<file path="src/verilog/csr_map_pkg.sv">
// ----------------------------------------------------------
// Wishbone widths and register map of the loop control block
// ----------------------------------------------------------
`default_nettype none

package csr_map_pkg;

	localparam int WB_ADR_W = 4; // word address
	localparam int WB_DAT_W = 32;

	typedef logic [WB_DAT_W-1:0] wb_data_t;

	// ---------------------------------------------------------
	// word addresses
	// ---------------------------------------------------------
	localparam logic [WB_ADR_W-1:0] ADR_CTRL        = 4'd0;
	localparam logic [WB_ADR_W-1:0] ADR_STEP_MAX    = 4'd1;
	localparam logic [WB_ADR_W-1:0] ADR_HALF_PERIOD = 4'd2;
	localparam logic [WB_ADR_W-1:0] ADR_STATUS      = 4'd3;
	localparam logic [WB_ADR_W-1:0] ADR_STEP        = 4'd4; // read only
	localparam logic [WB_ADR_W-1:0] ADR_PHASE       = 4'd5; // read only

	// field positions
	localparam int CTRL_GAIN_LSB    = 0;
	localparam int CTRL_GAIN_W      = 4;
	localparam int STATUS_FB_ON_BIT = 0;

endpackage

`default_nettype wire

</file>
<file path="src/verilog/loop_pkg.sv">
// ----------------------------------------------------------
// loop datapath widths, payload types and reset constants,
// imported by every block of the closed phase loop
// ----------------------------------------------------------
`default_nettype none

package loop_pkg;

	localparam int ADC_W         = 14; // parallel ADC word
	localparam int ACC_W         = 32; // error, integrator and step
	localparam int PHASE_W       = 16; // DAC code, full scale is 2 pi
	localparam int GAIN_W        = 4;
	localparam int HALF_PERIOD_W = 12;

	typedef logic signed [ADC_W-1:0]   adc_sample_t;
	typedef logic signed [ACC_W-1:0]   loop_word_t;
	typedef logic        [PHASE_W-1:0] phase_t;
	typedef logic        [GAIN_W-1:0]  gain_t;

	localparam phase_t     BIAS_PHASE = 16'h4000; // pi/2
	localparam gain_t      GAIN_OFF   = 4'd15;    // shift code that opens the loop
	localparam gain_t      GAIN_RST   = 4'd5;
	localparam loop_word_t STEP_MAX_RST = 32'sd5000;

	// half period in clock cycles
	localparam logic [HALF_PERIOD_W-1:0] HALF_PERIOD_RST = 12'd16;

endpackage

`default_nettype wire
</file>
<file path="src/verilog/closed_loop_top.sv">
// ----------------------------------------------------------
// closed phase loop: demodulator, loop filter, phase ramp and
// the Wishbone register block wired together
// ----------------------------------------------------------
`timescale 1ns/10ps
`default_nettype none

module closed_loop_top
	import loop_pkg::*;
	import csr_map_pkg::*;
(
	input  logic                i_clk,
	input  logic                i_rst_n,
	input  adc_sample_t         i_adc_data,
	input  logic                i_adc_valid,
	input  logic                i_wb_cyc,
	input  logic                i_wb_stb,
	input  logic                i_wb_we,
	input  logic [WB_ADR_W-1:0] i_wb_adr,
	input  wb_data_t            i_wb_dat,
	output wb_data_t            o_wb_dat,
	output logic                o_wb_ack,
	output phase_t              o_dac_code,
	output logic                o_mod_sign
);

	// control from the register block
	gain_t                    gain;
	loop_word_t               step_max;
	logic [HALF_PERIOD_W-1:0] half_period;

	// loop path
	loop_word_t err;
	logic       err_valid;
	loop_word_t step;
	logic       step_valid;
	logic       fb_on;
	phase_t     phase;

	err_demodulator err_demodulator_i (
		.i_clk         (i_clk),
		.i_rst_n       (i_rst_n),
		.i_adc_data    (i_adc_data),
		.i_adc_valid   (i_adc_valid),
		.i_half_period (half_period),
		.o_mod_sign    (o_mod_sign),
		.o_err         (err),
		.o_err_valid   (err_valid)
	);

	feedback_step_gen feedback_step_gen_i (
		.i_clk        (i_clk),
		.i_rst_n      (i_rst_n),
		.i_err        (err),
		.i_err_valid  (err_valid),
		.i_gain       (gain),
		.i_step_max   (step_max),
		.o_fb_on      (fb_on),
		.o_step       (step),
		.o_step_valid (step_valid)
	);

	phase_ramp_gen phase_ramp_gen_i (
		.i_clk        (i_clk),
		.i_rst_n      (i_rst_n),
		.i_step       (step),
		.i_step_valid (step_valid),
		.i_mod_sign   (o_mod_sign),
		.o_phase      (phase),
		.o_dac_code   (o_dac_code)
	);

	loop_csr loop_csr_i (
		.i_clk         (i_clk),
		.i_rst_n       (i_rst_n),
		.i_wb_cyc      (i_wb_cyc),
		.i_wb_stb      (i_wb_stb),
		.i_wb_we       (i_wb_we),
		.i_wb_adr      (i_wb_adr),
		.i_wb_dat      (i_wb_dat),
		.o_wb_dat      (o_wb_dat),
		.o_wb_ack      (o_wb_ack),
		.o_gain        (gain),
		.o_step_max    (step_max),
		.o_half_period (half_period),
		.i_fb_on       (fb_on),
		.i_step        (step),
		.i_step_valid  (step_valid),
		.i_phase       (phase)
	);

endmodule

`default_nettype wire

</file>
<file path="src/verilog/loop_csr.sv">
// ----------------------------------------------------------
// Wishbone classic slave with the loop control registers and
// read-back of loop status, last step and ramp phase
// ----------------------------------------------------------
`timescale 1ns/10ps
`default_nettype none

module loop_csr
	import loop_pkg::*;
	import csr_map_pkg::*;
(
	input  logic                     i_clk,
	input  logic                     i_rst_n,
	input  logic                     i_wb_cyc,
	input  logic                     i_wb_stb,
	input  logic                     i_wb_we,
	input  logic [WB_ADR_W-1:0]      i_wb_adr,
	input  wb_data_t                 i_wb_dat,
	output wb_data_t                 o_wb_dat,
	output logic                     o_wb_ack,
	output gain_t                    o_gain,
	output loop_word_t               o_step_max,
	output logic [HALF_PERIOD_W-1:0] o_half_period,
	input  logic                     i_fb_on,
	input  loop_word_t               i_step,
	input  logic                     i_step_valid,
	input  phase_t                   i_phase
);

	logic       bus_req;
	loop_word_t step_q;
	wb_data_t   rd_data;

	// a new access is one with cyc and stb up while no ack is pending
	assign bus_req = i_wb_cyc & i_wb_stb & ~o_wb_ack;

	always_ff @(posedge i_clk or negedge i_rst_n) begin
		if (!i_rst_n)
			o_wb_ack <= 1'b0;
		else
			o_wb_ack <= bus_req; // one cycle, then low again
	end

	// ---------------------------------------------------------
	// control registers, written on the ack edge
	// ---------------------------------------------------------
	always_ff @(posedge i_clk or negedge i_rst_n) begin
		if (!i_rst_n) begin
			o_gain        <= GAIN_RST;
			o_step_max    <= STEP_MAX_RST;
			o_half_period <= HALF_PERIOD_RST;
		end else if (bus_req && i_wb_we) begin
			case (i_wb_adr)
				ADR_CTRL:        o_gain        <= i_wb_dat[CTRL_GAIN_LSB +: CTRL_GAIN_W];
				ADR_STEP_MAX:    o_step_max    <= i_wb_dat;
				ADR_HALF_PERIOD: o_half_period <= i_wb_dat[HALF_PERIOD_W-1:0];
				default:         ; // status, step, phase and holes ignore writes
			endcase
		end
	end

	// step is sampled on its strobe so a read never sees a half updated value
	always_ff @(posedge i_clk or negedge i_rst_n) begin
		if (!i_rst_n)
			step_q <= '0;
		else if (i_step_valid)
			step_q <= i_step;
	end

	// ---------------------------------------------------------
	// read mux
	// ---------------------------------------------------------
	always_comb begin
		rd_data = '0;
		case (i_wb_adr)
			ADR_CTRL:        rd_data[CTRL_GAIN_LSB +: CTRL_GAIN_W] = o_gain;
			ADR_STEP_MAX:    rd_data = o_step_max;
			ADR_HALF_PERIOD: rd_data[HALF_PERIOD_W-1:0] = o_half_period;
			ADR_STATUS:      rd_data[STATUS_FB_ON_BIT] = i_fb_on;
			ADR_STEP:        rd_data = step_q;
			ADR_PHASE:       rd_data[PHASE_W-1:0] = i_phase;
			default:         rd_data = '0;
		endcase
	end

	// read data goes out together with ack
	always_ff @(posedge i_clk) begin
		if (bus_req)
			o_wb_dat <= rd_data;
	end

endmodule

`default_nettype wire

</file>
<file path="src/verilog/phase_ramp_gen.sv">
// ----------------------------------------------------------
// serrodyne staircase: accumulates feedback steps modulo 2 pi
// and adds the square-wave bias to form the modulator DAC code
// ----------------------------------------------------------
`timescale 1ns/10ps
`default_nettype none

module phase_ramp_gen
	import loop_pkg::*;
(
	input  logic       i_clk,
	input  logic       i_rst_n,
	input  loop_word_t i_step,
	input  logic       i_step_valid,
	input  logic       i_mod_sign,
	output phase_t     o_phase,
	output phase_t     o_dac_code
);

	phase_t phase_q;
	phase_t step_lo;
	phase_t phase_biased;

	// the phase code spans exactly 2 pi, so dropping the upper step bits is the wrap
	assign step_lo = i_step[PHASE_W-1:0];

	// ---------------------------------------------------------
	// staircase accumulator
	// ---------------------------------------------------------
	always_ff @(posedge i_clk or negedge i_rst_n) begin
		if (!i_rst_n) begin
			phase_q <= '0;
		end else if (i_step_valid) begin
			phase_q <= phase_q + step_lo; // natural modulo 2 pi
		end
	end

	// bias of +pi/2 in the first half period and -pi/2 in the second
	assign phase_biased = i_mod_sign ? phase_q - BIAS_PHASE : phase_q + BIAS_PHASE;

	// ---------------------------------------------------------
	// DAC output register
	// ---------------------------------------------------------
	always_ff @(posedge i_clk or negedge i_rst_n) begin
		if (!i_rst_n)
			o_dac_code <= '0;
		else
			o_dac_code <= phase_biased; // updated every cycle
	end

	assign o_phase = phase_q;

endmodule

`default_nettype wire

</file>
<file path="src/verilog/feedback_step_gen.sv">
// ----------------------------------------------------------
// loop filter: integrates the demodulated error, clamps it and
// scales it by the gain shift into a feedback phase step
// ----------------------------------------------------------
`timescale 1ns/10ps
`default_nettype none

module feedback_step_gen
	import loop_pkg::*;
(
	input  logic       i_clk,
	input  logic       i_rst_n,
	input  loop_word_t i_err,
	input  logic       i_err_valid,
	input  gain_t      i_gain,     // right shift, GAIN_OFF opens the loop
	input  loop_word_t i_step_max,
	output logic       o_fb_on,
	output loop_word_t o_step,
	output logic       o_step_valid
);

	gain_t      shift_q;
	loop_word_t integ_q;
	loop_word_t clamp_q;
	loop_word_t lim_pos;
	loop_word_t lim_neg;
	logic       trig_d1;
	logic       trig_d2;

	assign o_fb_on = (shift_q != GAIN_OFF);

	// the clamp works on the unscaled integrator so the bound is scaled up by the shift
	assign lim_pos = i_step_max <<< shift_q;
	assign lim_neg = -lim_pos;

	// ---------------------------------------------------------
	// gain latch and integrator, both on the error strobe
	// ---------------------------------------------------------
	always_ff @(posedge i_clk or negedge i_rst_n) begin
		if (!i_rst_n) begin
			shift_q <= GAIN_RST;
			integ_q <= '0;
		end else if (i_err_valid) begin
			shift_q <= i_gain; // held until the next period
			if (i_gain == GAIN_OFF)
				integ_q <= '0;
			else
				integ_q <= integ_q + i_err;
		end
	end

	always_ff @(posedge i_clk or negedge i_rst_n) begin
		if (!i_rst_n) begin
			trig_d1 <= 1'b0;
			trig_d2 <= 1'b0;
		end else begin
			trig_d1 <= i_err_valid;
			trig_d2 <= trig_d1;
		end
	end

	// ---------------------------------------------------------
	// clamp stage, one cycle behind the integrator
	// ---------------------------------------------------------
	always_ff @(posedge i_clk or negedge i_rst_n) begin
		if (!i_rst_n) begin
			clamp_q <= '0;
		end else if (!o_fb_on) begin
			clamp_q <= '0;
		end else if (trig_d1) begin
			if (integ_q > lim_pos)
				clamp_q <= lim_pos;
			else if (integ_q < lim_neg)
				clamp_q <= lim_neg;
			else
				clamp_q <= integ_q;
		end
	end

	assign o_step       = clamp_q >>> shift_q; // arithmetic, keeps the sign
	assign o_step_valid = trig_d2;

endmodule

`default_nettype wire

</file>
<file path="src/verilog/err_demodulator.sv">
// ----------------------------------------------------------
// square-wave bias sequencer and synchronous demodulator,
// gives one signed error word per modulation period
// ----------------------------------------------------------
`timescale 1ns/10ps
`default_nettype none

module err_demodulator
	import loop_pkg::*;
(
	input  logic                     i_clk,
	input  logic                     i_rst_n,
	input  adc_sample_t              i_adc_data,
	input  logic                     i_adc_valid,
	input  logic [HALF_PERIOD_W-1:0] i_half_period,
	output logic                     o_mod_sign,
	output loop_word_t               o_err,
	output logic                     o_err_valid
);

	logic [HALF_PERIOD_W-1:0] hp_q;  // half period in use for this period
	logic [HALF_PERIOD_W-1:0] cnt_q; // position inside the current half
	logic                     half_end;
	logic                     period_end;
	loop_word_t               sample_ext;
	loop_word_t               acc_q;
	loop_word_t               acc_next;

	assign half_end   = (cnt_q == hp_q - 1'b1);
	assign period_end = half_end & o_mod_sign; // last cycle of the second half

	// samples of the first half are added and those of the second half subtracted
	assign sample_ext = {{(ACC_W-ADC_W){i_adc_data[ADC_W-1]}}, i_adc_data};
	assign acc_next   = !i_adc_valid ? acc_q :
	                    o_mod_sign   ? acc_q - sample_ext : acc_q + sample_ext;

	// ---------------------------------------------------------
	// period sequencing
	// ---------------------------------------------------------
	always_ff @(posedge i_clk or negedge i_rst_n) begin
		if (!i_rst_n) begin
			cnt_q      <= '0;
			o_mod_sign <= 1'b0;
			hp_q       <= HALF_PERIOD_RST;
		end else if (half_end) begin
			cnt_q      <= '0;
			o_mod_sign <= ~o_mod_sign;
			// a new half period only starts on a whole period
			if (period_end)
				hp_q <= i_half_period;
		end else begin
			cnt_q <= cnt_q + 1'b1;
		end
	end

	// ---------------------------------------------------------
	// demodulation accumulator
	// ---------------------------------------------------------
	always_ff @(posedge i_clk or negedge i_rst_n) begin
		if (!i_rst_n) begin
			acc_q       <= '0;
			o_err_valid <= 1'b0;
		end else begin
			o_err_valid <= period_end;
			acc_q       <= period_end ? '0 : acc_next; // restart for the next period
		end
	end

	always_ff @(posedge i_clk) begin
		if (period_end)
			o_err <= acc_next; // includes the sample of the last cycle
	end

endmodule

`default_nettype wire

</file>
<file path="config.mk">
export PLATFORM = sky130hd
export DESIGN_NAME = closed_loop_top
export DESIGN_NICKNAME = d
export VERILOG_FILES = /design/src/verilog/csr_map_pkg.sv /design/src/verilog/loop_pkg.sv /design/src/verilog/closed_loop_top.sv /design/src/verilog/loop_csr.sv /design/src/verilog/phase_ramp_gen.sv /design/src/verilog/feedback_step_gen.sv /design/src/verilog/err_demodulator.sv
export SDC_FILE = /design/constraint.sdc
export NUM_CORES = 1
export LEC_CHECK = 0
export BUFFER_PORTS_ARGS = -buffer_cell sky130_fd_sc_hd__buf_2
export CORE_MARGIN = 2
export CORE_UTILIZATION = 55
export CTS_CLUSTER_SIZE = 8
export DETAILED_ROUTE_END_ITERATION = 12
export HOLD_SLACK_MARGIN = 0.02
export PLACE_DENSITY = 0.75
export REMOVE_ABC_BUFFERS = 1
export SLEW_MARGIN = 30
export SYNTH_ARGS = -nofsm -noshare
export SYNTH_HDL_FRONTEND = slang
export SYNTH_SLANG_ARGS = --single-unit
</file>
<file path="constraint.sdc">
create_clock -name i_clk -period 8.5 [get_ports i_clk]
set_clock_uncertainty 0.05 [all_clocks]
set_input_delay 0.425 -clock i_clk [delete_from_list [all_inputs] [get_ports i_clk]]
set_output_delay 0.425 -clock i_clk [all_outputs]
set_load 0.02 [all_outputs]
</file>
==> results of run 1 <==
[final timing paths]
| kind | startpoint | endpoint | slack (ns) | cells after the start |
|---|---|---|---|---|
| setup / recovery | feedback_step_gen_i.shift_q[0] | feedback_step_gen_i.clamp_q[31] | 1.53 | 18 |
| hold / removal | i_wb_dat[14] | loop_csr_i.o_step_max[14] | 0.03 | 2 |
| setup reg to reg | feedback_step_gen_i.shift_q[0] | feedback_step_gen_i.clamp_q[31] | 1.53 | 18 |
| hold reg to reg | phase_ramp_gen_i.o_phase[8] | phase_ramp_gen_i.o_dac_code[8] | 0.40 | 0 |
| max in group asynchronous | i_rst_n | feedback_step_gen_i.o_step_valid | 6.79 | 3 |
| min in group asynchronous | i_rst_n | loop_csr_i.o_wb_ack | 0.40 | 2 |
[metal layers]
| layer | wire length, µm | track usage |
|---|---|---|
| met3 | 4140 | 0.0447 |
| met1 | 25100 | 0.383 |
| met4 | 2280 | 0.118 |
| met5 | 0 | 0 |
| met2 | 29000 | 0.489 |
[registers in the layout (all words and copies together), names as in the netlist]
| signal | flops |
|---|---|
| err_demodulator_i.o_err_valid | 1 |
| err_demodulator_i.o_mod_sign | 1 |
| loop_csr_i.o_step_max | 32 |
| phase_ramp_gen_i.o_dac_code | 16 |
| err_demodulator_i.o_err | 32 |
| feedback_step_gen_i.o_step_valid | 1 |
| feedback_step_gen_i.trig_d1 | 1 |
| loop_csr_i.step_q | 32 |
| err_demodulator_i.hp_q | 12 |
| err_demodulator_i.acc_q | 32 |
| phase_ramp_gen_i.o_phase | 16 |
| feedback_step_gen_i.shift_q | 4 |
| loop_csr_i.o_wb_dat | 32 |
| feedback_step_gen_i.integ_q | 32 |
| loop_csr_i.o_half_period | 12 |
| loop_csr_i.o_gain | 4 |
| loop_csr_i.o_wb_ack | 1 |
| feedback_step_gen_i.clamp_q | 32 |
| err_demodulator_i.cnt_q | 12 |
[critical path: stages, from the launching register on]
cell and delay (ns):
dfstp_4 1.06, mux4_1 0.63, mux2_2 0.31, nor2_2 0.12
o21ai_2 0.13, nor4b_2 0.58, and4_1 0.52, nand3_1 0.21
xor2_1 0.19, ha_1 0.32, nand4_1 0.13, or4_1 0.56
a2111oi_0 0.47, o2bb2ai_2 0.15, buf_4 0.40, nor2b_1 0.55
a22oi_1 0.15, o21ai_0 0.19, a311o_1 0.13
[power by group]
part,internal [µW],switching [µW]
combinational,615,769
sequential,1660,119
clock,983,670
total,3260,1560
[kinds of logic after synthesis]
| kind of cell | count (synthesis) | share of synthesized area |
|---|---|---|
| multiplexers | 256 | 0.146 |
| AND/OR/NAND/NOR | 556 | 0.124 |
| flip-flops | 305 | 0.363 |
| adder cells (fa/ha/maj) | 150 | 0.0866 |
| XOR/XNOR | 130 | 0.0519 |
| AO/OA/AOI/OAI | 617 | 0.189 |
| buffers and inverters | 206 | 0.0390 |
[placed cells by master, fill, tap and decap left out, types with 43 or more instances in the layout]
master | synthesis | final
a21o_1 | 43 | 43
dfrtp_1 | 230 | 226
mux2_2 | 149 | 149
a22o_1 | 51 | 51
o21ai_0 | 120 | 120
xnor2_1 | 90 | 89
buf_2 | 19 | 103
edfxtp_1 | 64 | 64
nand2_1 | 184 | 184
clkbuf_16 | 0 | 45
a21oi_1 | 138 | 137
nor2_1 | 130 | 126
ha_1 | 147 | 147
mux2i_1 | 70 | 70
inv_1 | 84 | 84
[cell usage after synthesis, types with 11 or more instances]
cell type / count / area share
o21ai_0: 120 / 0.027
mux2_2: 149 / 0.077
a21o_1: 43 / 0.015
nand4_1: 22 / 0.0063
nor3_1: 39 / 0.0089
and3_1: 16 / 0.0046
nand2b_1: 24 / 0.0068
a22oi_1: 28 / 0.0096
a22o_1: 51 / 0.020
nand2_1: 184 / 0.032
buf_2: 19 / 0.0043
nor2b_1: 29 / 0.0083
nor2_1: 130 / 0.022
clkbuf_1: 74 / 0.013
inv_1: 84 / 0.014
o22ai_1: 17 / 0.0049
a21boi_0: 31 / 0.011
nor3b_1: 11 / 0.0038
xnor2_1: 90 / 0.036
a31oi_1: 23 / 0.0066
a21oi_1: 138 / 0.032
and2_1: 11 / 0.0031
o211ai_1: 25 / 0.0086
xor2_1: 40 / 0.016
edfxtp_1: 64 / 0.088
a211oi_1: 21 / 0.0072
dfrtp_1: 230 / 0.26
buf_1: 15 / 0.0026
o21a_1: 18 / 0.0062
ha_1: 147 / 0.084
mux4_2: 29 / 0.030
mux2i_1: 70 / 0.032
nand3_1: 38 / 0.0087
dfstp_2: 11 / 0.013
[metrics by stage]
stage                     setup slack (ns)  cell area [µm²]
after floorplan                     -0.256            21400
after global placement                1.76            22800
after detailed placement              1.58            22800
after CTS                             1.56            24100
after global routing                  1.03            24100
final                                 1.53            24100
[cell type report]
| type | instances | area share |
|---|---|---|
| clock buffer | 72 | 0.0508 |
| clock inverter | 4 | 0.00207 |
| inverter | 87 | 0.0135 |
| multi-input combinational | 1709 | 0.545 |
| sequential | 305 | 0.330 |
| tap | 525 | 0.0272 |
| timing repair buffer | 131 | 0.0311 |
==> impl_metrics.json, run 1 <==
{
  "route.detailed.drc": 0,
  "cts_resized": 0,
  "vias": 18078,
  "cts.clk_slew.worst_paths_ns": 0.06,
  "fp.dieArea_um2": 41500,
  "cp-end-kind": "flop",
  "leakage_uw": 0.0107,
  "fin_cells": 2833,
  "drt_wl_total_um": 60600,
  "cts_buffers": 44,
  "synth_ff_type": "dfrtp_1",
  "root_buffer": "clkbuf_16",
  "synthArstFlopShare": 0.790,
  "final_core_util": 0.611,
  "tns_ns": 0,
  "drt-wirelength-per-cell_um": 21.4,
  "hold_path.class": "input port to flop",
  "synth_area_per_cell_um2": 9.87,
  "max_freq_ghz": 0.143,
  "die_y_um": 204,
  "cp.required_ns": 8.97,
  "synthesis.yosys.warnings": 0,
  "place_congestion": 0.918,
  "coreArea_um2": 39500,
  "area_growth_pct": 10.2,
  "tightestPinTransition_ns": 1.03,
  "crit_fanout": 59,
  "global_route.usage.total": 0.293,
  "grt_start_max_net_pins": 96,
  "slew_headroom": 0.303,
  "fp.dieW_um": 204,
  "first_global_vias": 17460,
  "cts_tree": "done",
  "rsz0062_at_grt": "false",
  "port-buffer-count": 105,
  "io-pin-count": 106,
  "peakVddDrop_mv": 0.191,
  "dp.cells": 2753,
  "p_per_area_nw_per_um2": 199,
  "nets": 2484,
  "htreeDepth": 2,
  "report.final.slew_viol_count": 0,
  "start_kind": "flop",
  "synth_seq_area_share": 0.363,
  "firstDrtPassIters": 5,
  "multiInputGateArea_um2": 13200,
  "grt_overflow": 0,
  "grt_pass1_wl_um": 96200,
  "hold_viol_final": 0,
  "start_util": 0.554,
  "ys_seq_elements": 305,
  "antenna_cells": 0,
  "clock_sink_count": 305,
  "holdWs_ns": 0.0350,
  "place_hpwl_um": 44600,
  "synth_cells": 2220,
  "clk_latency_ns": 0.59,
  "dr.first_iter.drc_count": 1690,
  "clock_path_buffers": 3,
  "antenna_found_initial": 0,
  "fin_crit_sh": 0.820,
  "drive_gt1_frac": 0.179,
  "row_count": 73,
  "seq_area_um2": 7980,
  "antenna_left": 0,
  "yosysUniqueCellTypes": 97,
  "total_power_uw": 4810,
  "netlist_area_um2": 21900,
  "via_per_inst": 6.38,
  "final-setup-viol-count": 0,
  "cp.arrival_ns": 7.45,
  "synth_enable_flop_cells": 64,
  "fillerInstances": 3292,
  "cts_setup_buffers": 0,
  "drv_cap": 0,
  "period_minus_slack_ns": 6.97,
  "ctsHoldBuffers": 4,
  "outcome": "complete, no violations",
  "critical_path_class": "flop to flop"
}
Power figures use the tool's default switching activity.
==> run 2: changes to the inputs <==
--- a/config.mk
+++ b/config.mk
@@ -11,7 +11,7 @@
 export CTS_CLUSTER_SIZE = 8
 export DETAILED_ROUTE_END_ITERATION = 12
 export HOLD_SLACK_MARGIN = 0.02
-export PLACE_DENSITY = 0.75
+export PLACE_DENSITY = 0.77
 export REMOVE_ABC_BUFFERS = 1
 export SLEW_MARGIN = 30
 export SYNTH_ARGS = -nofsm -noshare
==> constraint.sdc (replaced) <==
create_clock -name i_clk -period 5.7 [get_ports i_clk]
set_clock_uncertainty 0.05 [all_clocks]
set_input_delay 0.285 -clock i_clk [delete_from_list [all_inputs] [get_ports i_clk]]
set_output_delay 0.285 -clock i_clk [all_outputs]
set_load 0.02 [all_outputs]
==> run 2 against run 1 <==
Sequential share of layout area fell by 1.5 points; register-to-register slack got worse by 1.4 ns; core utilization rose by 2.8 points; worst hold slack improved by 0.14 ns; first-iteration DRC count fell by 1.3%; combinational power rose by 59%; critical endpoint is now feedback_step_gen_i.clamp_q[21]; largest cell class unchanged.
==> impl_metrics.json, run 2 (same netlist as run 1, synthesis figures left out) <==
{
  "area_growth_pct": 15.3,
  "first_global_vias": 18615,
  "global_route.usage.total": 0.303,
  "start_util": 0.554,
  "slew_headroom": 0.405,
  "hold_path.class": "input port to flop",
  "die_y_um": 204,
  "crit_end": "feedback_step_gen_i.clamp_q[21]",
  "period_minus_slack_ns": 5.54,
  "coreArea_um2": 39500,
  "r2r_start": "feedback_step_gen_i.shift_q[0]",
  "holdWs_ns": 0.177,
  "crit_fanout": 6,
  "peakVddDrop_mv": 0.302,
  "cp.required_ns": 6.12,
  "dr.first_iter.drc_count": 1668,
  "cts.clk_slew.worst_paths_ns": 0.06,
  "max_freq_ghz": 0.180,
  "layout_commonest_cell": "dfrtp_1",
  "io-pin-count": 106,
  "clock_sink_count": 305,
  "htreeDepth": 2,
  "report.final.slew_viol_count": 0,
  "grt_overflow": 0,
  "clk_latency_ns": 0.59,
  "antenna_left": 0,
  "grt_pass1_wl_um": 100000,
  "drive_gt1_frac": 0.210,
  "r2r-end": "feedback_step_gen_i.clamp_q[21]",
  "top_usage_layer": "met2",
  "use_met1": 0.389,
  "cts_buffers": 44,
  "cp.arrival_ns": 5.96,
  "fp.dieArea_um2": 41500,
  "final-setup-viol-count": 0,
  "grt_start_max_net_pins": 97,
  "tightestPinTransition_ns": 0.892,
  "route.detailed.drc": 0,
  "vias": 18821,
  "firstDrtPassIters": 6,
  "start_kind": "flop",
  "placed_area_um2": 23300,
  "total_power_uw": 7360,
  "clock_path_buffers": 3,
  "antenna_found_initial": 1,
  "layout_common_cells": "226 x dfrtp_1, 184 x nand2_1, 149 x mux2_2, 146 x ha_1, 137 x a21oi_1",
  "place_congestion": 0.956,
  "use_met3": 0.0500,
  "drt_wl_total_um": 63500,
  "critical_path_class": "flop to flop",
  "ff2ff_path_depth": 22,
  "row_count": 73,
  "place_hpwl_um": 45400,
  "root_buffer": "clkbuf_16",
  "outcome": "complete, no violations",
  "p_per_area_nw_per_um2": 291,
  "cp-end-kind": "flop",
  "drt-wirelength-per-cell_um": 21.5,
  "leakage_uw": 0.0113,
  "hold_viol_final": 0,
  "final_area_um2": 25300,
  "fillerInstances": 3089,
  "nets": 2598,
  "fin_crit_sh": 0.972,
  "crit_start": "feedback_step_gen_i.shift_q[0]",
  "cts_tree": "done",
  "drv_cap": 0,
  "rrSetupSlack_ns": 0.16,
  "port-buffer-count": 105,
  "met2_usage": 0.509,
  "fp.dieW_um": 204,
  "via_per_inst": 6.38
}
==> run 2: cell types whose count changed in the layout (fill, tap and decap cells not counted), moves of 2 or more <==
cell	previous run	this run
clkbuf_1	27	31
clkinv_2	2	0
buf_12	0	3
a2111oi_0	4	2
o311ai_0	6	1
o311ai_1	1	6
dlygate4sd3_1	4	33
buf_6	2	5
buf_4	21	96
and4_1	3	1
and4_4	0	2
==> run 2: how the worst min path moves through the flow <==
stage / cells after the start / endpoint / from
after floorplan: 0 / err_demodulator_i.acc_q[0] / i_rst_n
after global placement: 1 / phase_ramp_gen_i.o_phase[6] / i_rst_n
after detailed placement: 1 / phase_ramp_gen_i.o_phase[6] / i_rst_n
after CTS: 3 / loop_csr_i.o_gain[1] / i_wb_we
after global routing: 3 / loop_csr_i.o_gain[0] / i_wb_we
final: 3 / loop_csr_i.o_gain[0] / i_wb_we
==> run 2: report_power, final <==
group	total [µW]	internal [µW]	switching [µW]
clock network	2520	1500	1020
logic	2200	1010	1200
registers	2640	2470	165
total	7360	4980	2380
==> run 2: cell type report <==
class,instances,area (µm²),share of cell area
multi-input cells,1709,13200,0.523
flip-flops and latches,305,7980,0.316
repair buffers,245,1770,0.0700
clock buffers,75,1220,0.0482
well taps,525,657,0.0260
inverters,87,327,0.0129
clock inverters,4,96.3,0.00381
diodes,1,2.50,0.0000990
==> run 2: through the flow <==
step            util  setup slack [ns]  setup TNS [ns]  std cells
4_1_cts        0.631            0.0150               0       2932
5_1_grt        0.639           -0.0261          -0.112       2951
3_5_place_dp   0.590           -0.0240         -0.0350       2820
3_3_place_gp   0.590            0.0641               0       2820
6_report       0.639             0.159               0       2951
2_1_floorplan      -             -3.06          -88.25       2101
==> run 2: routing by layer <==
layer | wire [µm] | vias up
met3 | 4670 | 177
met5 | 0 | -
met2 | 30700 | 875
li1 | - | 8607
met1 | 25500 | 9162
met4 | 2560 | 0
==> run 2: repair_timing <==
item / 4_1_cts / 5_1_grt
setup endpoints to repair: 15 / 33
hold endpoints to repair: 136 / 0
resized for setup: 5 / 30
hold buffers: 33 / 0
pin swaps: 0 / 10
gates cloned: 0 / 2
setup buffers: 0 / 16
==> run 2: critical path, cell delays in order, from the launching register on <==
cell and delay, ns:
dfstp_4 0.68, mux4_1 0.58, mux2_2 0.32, nor2_2 0.12, o21ai_2 0.12, nor4b_2 0.26
buf_4 0.18, nand4_1 0.15, a21o_1 0.26, nor3_4 0.15, xnor2_2 0.15, ha_1 0.29
a211oi_1 0.23, o211ai_1 0.12, a31oi_1 0.20, o221ai_1 0.17, a211oi_2 0.23, o2bb2ai_2 0.11
buf_4 0.15, nor2_1 0.36, nand2_1 0.17, buf_4 0.19, o221ai_1 0.16
